`config.mk`:
```
export PLATFORM = sky130hd
export DESIGN_NAME = div_array
export DESIGN_NICKNAME = d
export VERILOG_FILES = /design/src/hw/div_pkg.sv /design/src/hw/div_dispatch.sv /design/src/hw/div_lane.sv /design/src/hw/div_collect.sv /design/src/hw/div_array.sv
export SDC_FILE = /design/constraint.sdc
export NUM_CORES = 2
export LEC_CHECK = 0
export BUFFER_PORTS_ARGS = -buffer_cell sky130_fd_sc_hd__buf_4
export CAP_MARGIN = 20
export CORE_MARGIN = 1
export CORE_UTILIZATION = 25
export CTS_CLUSTER_SIZE = 30
export DETAILED_ROUTE_END_ITERATION = 7
export GPL_TIMING_DRIVEN = 0
export MAX_ROUTING_LAYER = met4
export PLACE_DENSITY = 0.51
export SETUP_SLACK_MARGIN = 0.4
export SYNTH_ARGS = -nofsm -noshare
export SYNTH_HDL_FRONTEND = slang
export SYNTH_HIERARCHICAL = 1
export SYNTH_SLANG_ARGS = --single-unit
```
`constraint.sdc`:
```
create_clock -name clk -period 3.8 [get_ports clk]
set_input_delay 0.38 -clock clk [delete_from_list [all_inputs] [get_ports clk]]
set_output_delay 0.38 -clock clk [all_outputs]
set_load 0.02 [all_outputs]
```
`src/hw/div_pkg.sv`:
```
package div_pkg;

    // operand width; a result carries remainder and quotient side by side
    parameter int DATA_WIDTH = 32;

    // one shift-subtract step per operand bit plus one cycle for the sign fix
    parameter int LANE_CYCLES = DATA_WIDTH + 1;

    typedef enum logic {
        DIV_SIGNED   = 1'b0,
        DIV_UNSIGNED = 1'b1
    } div_op_e;

    typedef enum logic [1:0] {
        LANE_IDLE = 2'd0,
        LANE_RUN  = 2'd1,
        LANE_DONE = 2'd2
    } lane_state_e;

endpackage

```
`src/hw/div_dispatch.sv`:
```
`timescale 1ns/1ps

module div_dispatch #(
    parameter int NUM_LANES = 4
) (
    input  logic                 clk,
    input  logic                 rst,

    input  logic                 in_valid,
    output logic                 in_ready,

    output logic [NUM_LANES-1:0] lane_valid,
    input  logic [NUM_LANES-1:0] lane_ready
);

    localparam int PTR_W = (NUM_LANES > 1) ? $clog2(NUM_LANES) : 1;
    localparam logic [PTR_W-1:0] LAST_LANE = PTR_W'(NUM_LANES - 1);

    logic [PTR_W-1:0] wr_ptr;
    logic             in_fire;

    // a full lane under the pointer stalls the whole input port
    assign in_ready = lane_ready[wr_ptr];
    assign in_fire  = in_valid && in_ready;

    always_comb begin
        lane_valid = '0;
        lane_valid[wr_ptr] = in_valid;
    end

    always_ff @(posedge clk) begin
        if (rst) begin
            wr_ptr <= '0;
        end else if (in_fire) begin
            if (wr_ptr == LAST_LANE) begin
                wr_ptr <= '0;
            end else begin
                wr_ptr <= wr_ptr + 1'b1;
            end
        end
    end

endmodule

```
`src/hw/div_lane.sv`:
```
`timescale 1ns/1ps

module div_lane import div_pkg::*; (
    input  logic                    clk,
    input  logic                    rst,

    input  logic                    start_valid,
    output logic                    start_ready,
    input  div_op_e                 op,
    input  logic [DATA_WIDTH-1:0]   dividend,
    input  logic [DATA_WIDTH-1:0]   divisor,

    output logic                    res_valid,
    input  logic                    res_ready,
    output logic [2*DATA_WIDTH-1:0] res_data
);

    localparam int CNT_W = $clog2(LANE_CYCLES);
    localparam logic [CNT_W-1:0] LAST_STEP = CNT_W'(DATA_WIDTH);

    lane_state_e             state;
    logic [CNT_W-1:0]        step_cnt;

    logic [DATA_WIDTH-1:0]   rem_q;
    logic [DATA_WIDTH-1:0]   quo_q;
    logic [DATA_WIDTH-1:0]   dvs_q;
    logic                    neg_quo;
    logic                    neg_rem;
    logic                    div_zero;
    logic [2*DATA_WIDTH-1:0] result_q;

    logic                    dividend_neg;
    logic                    divisor_neg;
    logic [DATA_WIDTH-1:0]   dividend_mag;
    logic [DATA_WIDTH-1:0]   divisor_mag;
    logic [DATA_WIDTH:0]     shifted;
    logic [DATA_WIDTH:0]     trial;
    logic [DATA_WIDTH-1:0]   quo_fix;
    logic [DATA_WIDTH-1:0]   rem_fix;
    logic                    start_fire;

    assign start_ready = (state == LANE_IDLE);
    assign res_valid   = (state == LANE_DONE);
    assign res_data    = result_q;
    assign start_fire  = start_valid && start_ready;

    // operand signs only count for signed divides
    assign dividend_neg = (op == DIV_SIGNED) && dividend[DATA_WIDTH-1];
    assign divisor_neg  = (op == DIV_SIGNED) && divisor[DATA_WIDTH-1];
    assign dividend_mag = dividend_neg ? -dividend : dividend;
    assign divisor_mag  = divisor_neg ? -divisor : divisor;

    // restoring step: bring in the next dividend bit and try the subtract
    assign shifted = {rem_q, quo_q[DATA_WIDTH-1]};
    assign trial   = shifted - {1'b0, dvs_q};

    // divide by zero forces all ones; the remainder already equals the dividend
    assign quo_fix = div_zero ? '1 : (neg_quo ? -quo_q : quo_q);
    assign rem_fix = neg_rem ? -rem_q : rem_q;

    always_ff @(posedge clk) begin
        if (rst) begin
            state    <= LANE_IDLE;
            step_cnt <= '0;
        end else begin
            case (state)
                LANE_IDLE: begin
                    if (start_valid) begin
                        state    <= LANE_RUN;
                        step_cnt <= '0;
                    end
                end
                LANE_RUN: begin
                    if (step_cnt == LAST_STEP) begin
                        state <= LANE_DONE;
                    end
                    step_cnt <= step_cnt + 1'b1;
                end
                LANE_DONE: begin
                    if (res_ready) begin
                        state <= LANE_IDLE;
                    end
                end
                default: begin
                    state <= LANE_IDLE;
                end
            endcase
        end
    end

    always_ff @(posedge clk) begin
        if (start_fire) begin
            rem_q    <= '0;
            quo_q    <= dividend_mag;
            dvs_q    <= divisor_mag;
            neg_quo  <= dividend_neg ^ divisor_neg;
            neg_rem  <= dividend_neg;
            div_zero <= (divisor == '0);
        end else if (state == LANE_RUN) begin
            if (step_cnt < LAST_STEP) begin
                if (!trial[DATA_WIDTH]) begin
                    rem_q <= trial[DATA_WIDTH-1:0];
                    quo_q <= {quo_q[DATA_WIDTH-2:0], 1'b1};
                end else begin
                    rem_q <= shifted[DATA_WIDTH-1:0];
                    quo_q <= {quo_q[DATA_WIDTH-2:0], 1'b0};
                end
            end else begin
                // last cycle, HI holds the remainder and LO the quotient
                result_q <= {rem_fix, quo_fix};
            end
        end
    end

endmodule

```
`src/hw/div_collect.sv`:
```
`timescale 1ns/1ps

module div_collect import div_pkg::*; #(
    parameter int NUM_LANES = 4
) (
    input  logic                              clk,
    input  logic                              rst,

    input  logic [NUM_LANES-1:0]              res_valid,
    output logic [NUM_LANES-1:0]              res_ready,
    input  logic [NUM_LANES*2*DATA_WIDTH-1:0] res_data,

    output logic                              out_valid,
    input  logic                              out_ready,
    output logic [2*DATA_WIDTH-1:0]           out_result
);

    localparam int PTR_W = (NUM_LANES > 1) ? $clog2(NUM_LANES) : 1;
    localparam int RES_W = 2 * DATA_WIDTH;
    localparam logic [PTR_W-1:0] LAST_LANE = PTR_W'(NUM_LANES - 1);

    logic [PTR_W-1:0] rd_ptr;
    logic             out_fire;

    // only the lane under the pointer may present its result
    assign out_valid  = res_valid[rd_ptr];
    assign out_result = res_data[rd_ptr*RES_W +: RES_W];
    assign out_fire   = out_valid && out_ready;

    always_comb begin
        res_ready = '0;
        res_ready[rd_ptr] = out_ready;
    end

    // follows the dispatch order, so results leave in request order
    always_ff @(posedge clk) begin
        if (rst) begin
            rd_ptr <= '0;
        end else if (out_fire) begin
            if (rd_ptr == LAST_LANE) begin
                rd_ptr <= '0;
            end else begin
                rd_ptr <= rd_ptr + 1'b1;
            end
        end
    end

endmodule

```
`src/hw/div_array.sv`:
```
`timescale 1ns/1ps

module div_array import div_pkg::*; #(
    parameter int NUM_LANES = 4
) (
    input  logic                    clk,
    input  logic                    rst,

    input  logic                    in_valid,
    output logic                    in_ready,
    input  div_op_e                 in_op,
    input  logic [DATA_WIDTH-1:0]   in_dividend,
    input  logic [DATA_WIDTH-1:0]   in_divisor,

    output logic                    out_valid,
    input  logic                    out_ready,
    output logic [2*DATA_WIDTH-1:0] out_result
);

    logic [NUM_LANES-1:0]              lane_valid;
    logic [NUM_LANES-1:0]              lane_ready;
    logic [NUM_LANES-1:0]              res_valid;
    logic [NUM_LANES-1:0]              res_ready;
    logic [NUM_LANES*2*DATA_WIDTH-1:0] res_data;

    div_dispatch #(
        .NUM_LANES (NUM_LANES)
    ) u_dispatch (
        .clk        (clk),
        .rst        (rst),
        .in_valid   (in_valid),
        .in_ready   (in_ready),
        .lane_valid (lane_valid),
        .lane_ready (lane_ready)
    );

    // operands fan out to every lane, lane_valid picks the one that captures
    for (genvar i = 0; i < NUM_LANES; i++) begin : gen_lane
        div_lane u_lane (
            .clk         (clk),
            .rst         (rst),
            .start_valid (lane_valid[i]),
            .start_ready (lane_ready[i]),
            .op          (in_op),
            .dividend    (in_dividend),
            .divisor     (in_divisor),
            .res_valid   (res_valid[i]),
            .res_ready   (res_ready[i]),
            .res_data    (res_data[i*2*DATA_WIDTH +: 2*DATA_WIDTH])
        );
    end

    div_collect #(
        .NUM_LANES (NUM_LANES)
    ) u_collect (
        .clk        (clk),
        .rst        (rst),
        .res_valid  (res_valid),
        .res_ready  (res_ready),
        .res_data   (res_data),
        .out_valid  (out_valid),
        .out_ready  (out_ready),
        .out_result (out_result)
    );

endmodule

```
== Word-level counts from Yosys, hierarchy flattened ==
Index checks and enable logic that the tools add are counted.

* Reductions and logical operators: 47
* Add/subtract/negate cells: 20
* Shift-type cells: 1
* $lt $le $gt $ge: 8
* Divide/modulo/power cells: 0
* Equality and inequality tests: 26
* Multiplexer cells: 64
* Bitwise operators: 12
* Multiply operators: 0

{| class="wikitable"
|+ Operators by type and width
! kind !! number
|-
| two-way mux 32 bit || 26
|-
| negation 32 bit || 10
|-
| indexed part select 256 x 9 -> 64 bit || 1
|-
| subtractor 33 x 32 -> 33 bit || 4
|-
| case mux 6 bit (2 select lines) || 4
|-
| zero test 32 bit || 1
|-
| two-way mux 2 bit || 14
|-
| adder 6 x 1 -> 6 bit (second input constant) || 4
|-
| equality test 6 bit (second input constant) || 4
|-
| less-than comparator 6 bit (second input constant) || 4
|-
| two-way mux 6 bit || 4
|-
| case mux 2 bit (3 select lines) || 4
|-
| AND reduction 2 bit || 12
|-
| AND reduction 3 bit || 8
|-
| nonzero test 2 bit || 12
|-
| != test 2 bit (second input constant) || 8
|-
| equality test 2 bit (second input constant) || 6
|-
| logical AND 1 bit || 10
|-
| inverter 1 bit || 9
|-
| AND 4 bit || 2
|-
| equality test 2 x 1 -> 1 bit (second input constant) || 4
|-
| zero test 2 bit || 4
|-
| two-way mux 1 bit || 8
|-
| != test 2 x 1 -> 1 bit (second input constant) || 4
|-
| other kinds (6) || 11
|}

* Word-level logic and storage cells: 220
* RAM bits: 0
* Register bits: 688
* Memories kept: 0
* Memory bits (read-only): 0
* Bits in latches: 0
* Input port bits: 69

== Logic depth before layout (Yosys ltp) ==
* Depth after elaboration: 8
* Mapped depth: 15
* Mapped depth without buffers: 13

== Modules after synthesis ==
The synthesis kept the hierarchy.

{| class="wikitable"
|+ Modules (own cells, without submodules)
! module !! instances !! cells an instance !! area an instance (µm²)
|-
| div_lane at gen_lane[0].u_lane || 1 || 1128 || 10590.2
|-
| div_lane at gen_lane[2].u_lane || 1 || 1120 || 10566.4
|-
| div_lane at gen_lane[3].u_lane || 1 || 1104 || 10543.9
|-
| div_lane at gen_lane[1].u_lane || 1 || 1089 || 10471.3
|-
| div_collect || 1 || 106 || 1813.0
|-
| div_dispatch || 1 || 26 || 224.0
|}

== Least setup slack after synthesis ==
OpenSTA, ideal clock, no wires.

* Path kind: reg2reg
* Start: register gen_lane[2].u_lane.quo_q[0]
* End: register gen_lane[2].u_lane.result_q[28] (data pin)
* Clock period less this slack: 3.752 ns
* Data required time: 3.532 ns
* Data arrival time: 3.484 ns
* Path slack: 0.048 ns
* Cell stages (with the launch flop): 12
* Cells stage by stage: edfxtp_1 -> inv_1 -> ha_1 -> or3b_4 -> or4_1 -> or4_4 -> or4_4 -> or3_4 -> or4_4 -> o31ai_4 -> xor2_1 -> nand2_1

* Word-level cells in the longest chain between the ends: 2

{| class="wikitable"
|+ Ends and longest elaborated chain
! what !! RTL line !! source
|-
| start, declared || div_lane.sv:25 || <nowiki>logic [DATA_WIDTH-1:0] quo_q;</nowiki>
|-
| start signal, assigned || div_lane.sv:94 || <nowiki>quo_q <= dividend_mag;</nowiki>
|-
| start signal, assigned || div_lane.sv:103 || <nowiki>quo_q <= {quo_q[DATA_WIDTH-2:0], 1'b1};</nowiki>
|-
| start signal, assigned || div_lane.sv:106 || <nowiki>quo_q <= {quo_q[DATA_WIDTH-2:0], 1'b0};</nowiki>
|-
| negation 32 bit || div_lane.sv:58 || <nowiki>assign quo_fix = div_zero ? '1 : (neg_quo ? -quo_q : quo_q);</nowiki>
|-
| two-way mux 32 bit || div_lane.sv:58 ||
|-
| end signal, assigned || div_lane.sv:110 || <nowiki>result_q <= {rem_fix, quo_fix};</nowiki>
|-
| end, declared || div_lane.sv:30 || <nowiki>logic [2*DATA_WIDTH-1:0] result_q;</nowiki>
|}

Every way passes these cells.
A chain may end at the register's enable or synchronous reset.

== Final worst setup path ==
* Start: register gen_lane[2].u_lane.quo_q[1]
* End: register gen_lane[2].u_lane.result_q[28] (data pin)

The elaborated chain is that of the path after synthesis.

==> impl_metrics.yaml <==
status:
  status: "complete, but fails checks"
  violations: "setup timing"
floorplanning:
  die_w_um: 423
  initial_core_util: 0.253
  rows: 153
  die-area_mm2: 0.179
  io_pins: 135
  die_y_um: 423
  core_mm2: 0.175
power:
  clockPowerShare: 0.213
  combPwrFrac: 0.459
  ir_drop_mv: 0.373
  cellLeakagePower_nw: 19.0
  power.density_mw_per_mm2: 700
  switchingPower_w: 0.0151
  p_total_w: 0.0367
  p_sw_frac: 0.412
  p_int_w: 0.0216
  share_seq_of_total_power: 0.327
timing:
  relSlewSlack: 0.267
  fin_crit_sh: 1.02
  tightest_slew_ps: 1090
  finalSetupViolations: 4
  hold_viol: 0
  fmax_mhz: 257
  fin_ws_ps: -90.5
  drv_slew: 0
  rsz0062_at_grt: "yes"
  layout_min_cycle_time_ps: 3890
  worst_clock_skew_ps: 25.4
routing:
  vias: 36375
  drtIter0Drc: 2907
  wirelength_um: 162000
  avgViaCountPerCell: 5.01
  drtAntennaViolNets: 0
  wire_per_inst_um: 22.3
  drc_errors: 0
  dr.pass1.iters: 5
synth:
  netlist_area_mm2: 0.0442
  yosysSeqAreaShare: 0.430
  syn_inst: 4573
  ys_warn_count: 6
  synth-edff-count: 524
  syn_area_per_cell_um2: 9.67
  synth_nets: 4806
  synth-async-reset-ratio: 0
  synth.distinct_cells: 101
  synth-seq-cells: 688
  synth_flop_cell: "edfxtp_1"
finish:
  final_core_util: 0.300
  area_growth_pct: 18.6
  layout.nets: 5101
  layout_common_cells: "nand2_1 (565), edfxtp_1 (524), o21ai_0 (335), xnor2_1 (315), a21oi_1 (272)"
  n_fill_cell: 18071
  final_common_cell: "nand2_1"
  drive_above_1_share: 0.125
clock_tree:
  cts-root-buf: "clkbuf_16"
  numClockSinks: 688
  cts.htree.levels: 3
  path_clk_slew_ps: 60
  worstSkewPairLatency_ps: 690
  cts_made_buffers: 80
  clockBufferDepth: 3
  cts_tree: "yes"
worst_setup_path:
  critPathBufInv: 1
  critPathMaxStageDelay_ps: 470
  crit_top_cell: "or4_4"
  path_class: "reg -> reg"
  crit_chain: "inv_1 > ha_4 > or3b_4 > or4_4 > or4_4 > or4_4 > or3_4 > or4_4 > o31ai_4 > xor2_1 > nand2_1"
  worstReg2RegStart: "gen_lane[2].u_lane/quo_q[1]"
  startpoint: "gen_lane[2].u_lane/quo_q[1]"
  r2r_setup_slack_ps: -90
  reg2regPathDepth: 11
  critPathSlowestCell: "or4_4"
  startpoint_type: "flip-flop"
  required_ps: 4200
  arrival_ps: 4290
  r2r_end: "gen_lane[2].u_lane/res_data[28]"
  endpoint_kind: "flip-flop"
  path_delay_family: "simple AND/OR/NAND/NOR gates"
  cp_max_fo: 3
grt:
  overflow: 0
  grt_max_degree: 65
  antenna_found_initial: 9
  grt_pass1_wl_um: 234000
  grt_pass1_vias: 35047
  grt_usage: 0.181
job:
  drv_cap: 0
placed_design:
  dp_hpwl_um: 122000
  place.gp.congestion: 0.988
  port_buffers: 134
min_path:
  whs_path_depth: 1
  hold_end: "gen_lane[2].u_lane/dvs_q[0]"
  hold_class: "in -> reg"
  min-delay-start: "in_divisor[0]"
-- cell families (layout without fill, tap and decap cells) --
family,count (synthesis),count (layout),synth area share
adder cells (fa/ha/maj),164,164,0.0471
multiplexers,155,155,0.0537
AO/OA/AOI/OAI,1152,1152,0.162
XOR/XNOR,556,556,0.110
buffers and inverters,444,806,0.0412
other,0,2,0
flip-flops,688,688,0.430
AND/OR/NAND/NOR,1414,1414,0.156
-- cells in the mapped netlist (all sizes together) (19+ instances only) --
master | n | share of area
nor4 | 54 | 0.0083
a31oi | 32 | 0.0045
o21a | 19 | 0.0032
clkbuf | 171 | 0.015
nand2b | 67 | 0.0095
xor2 | 235 | 0.047
o31ai | 105 | 0.019
or4 | 61 | 0.011
edfxtp | 524 | 0.36
o211ai | 42 | 0.0071
dfxtp | 164 | 0.074
o41ai | 66 | 0.014
or3 | 41 | 0.0066
mux4 | 64 | 0.033
mux2i | 80 | 0.018
or2 | 20 | 0.0030
and2 | 27 | 0.0038
o21ai | 441 | 0.050
nand3 | 56 | 0.0063
nor2b | 49 | 0.0069
nand4 | 43 | 0.0061
nor2 | 249 | 0.021
xnor2 | 321 | 0.064
nand2 | 575 | 0.049
a21oi | 279 | 0.032
ha | 160 | 0.045
and3 | 57 | 0.0081
buf | 32 | 0.0062
inv | 240 | 0.020
nor3 | 77 | 0.0088
a21o | 48 | 0.0082
a211oi | 24 | 0.0045
-- cell type report --
class	instances	area (um2)	share of cell area
clock buffers	109	2250	0.0429
plain buffers	203	1030	0.0197
clock inverters	40	354	0.00675
multi-input cells	3441	24000	0.458
well taps	2325	2910	0.0555
repair buffers	213	1920	0.0365
flip-flops and latches	688	19000	0.363
inverters	241	923	0.0176
diodes	2	5.00	0.0000955
-- sequential cells by signal, indices dropped and copies added (netlist names) --
| name | flops |
|---|---|
| gen_lane.u_lane/state | 8 |
| gen_lane.u_lane/neg_quo | 4 |
| gen_lane.u_lane/rem_q | 128 |
| gen_lane.u_lane/div_zero | 4 |
| gen_lane.u_lane/neg_rem | 4 |
| u_dispatch/wr_ptr | 2 |
| u_collect/rd_ptr | 2 |
| gen_lane.u_lane/res_data | 256 |
| gen_lane.u_lane/dvs_q | 128 |
| gen_lane.u_lane/step_cnt | 24 |
| gen_lane.u_lane/quo_q | 128 |
-- stage by stage --
stage          TNS [ps]  instances  instance area (um2)  hold WS [ps]  setup WS [ps]
6_report           -184       7262                52400           149          -90.5
5_1_grt            -560       7261                52400           126           -174
3_5_place_dp     -53110       7040                48300           497          -1240
2_1_floorplan         0       4573                44200           449           48.2
4_1_cts            -305       7237                51900          94.3           -135
3_3_place_gp    -190710       7032                48100           484          -1210
-- power groups by stage --
stage | Clock [W] | Combinational (W) | Sequential, W
after detailed placement | 0 | 0.0150 | 0.0121
after global routing | 0.00826 | 0.0184 | 0.0122
after global placement | 0 | 0.0149 | 0.0121
after CTS | 0.00800 | 0.0162 | 0.0119
final | 0.00783 | 0.0169 | 0.0120
after floorplan | 0 | 0.0109 | 0.0113
-- worst max path at each step --
stage | to | slack, ps | cells past startpoint
finish | gen_lane[2].u_lane/res_data[28] | -90 | 11
global route | gen_lane[2].u_lane/res_data[28] | -170 | 11
CTS | gen_lane[2].u_lane/res_data[28] | -130 | 11
detailed placement | gen_lane[2].u_lane/rem_q[30] | -1240 | 14
global placement | gen_lane[2].u_lane/rem_q[2] | -1210 | 14
floorplan | gen_lane[2].u_lane/res_data[28] | 50 | 11
-- per-layer routing --
metal	global-route usage	vias to the layer above	part of all wire
met1	0.220	17677	0.42
met2	0.290	1074	0.47
met5	-	-	0
met3	0.0187	316	0.047
met4	0.107	0	0.063
li1	-	17308	-
-- timing repair --
item / CTS / global route
setup buffers: 41 / 18
gates resized for setup: 142 / 112
hold buffers: 3 / 0
cloned: 4 / 4
hold endpoints to repair: 2 / 0
pin swaps: 30 / 35
endpoints found under the setup margin: 211 / 200
Power figures use the tool's default switching activity.
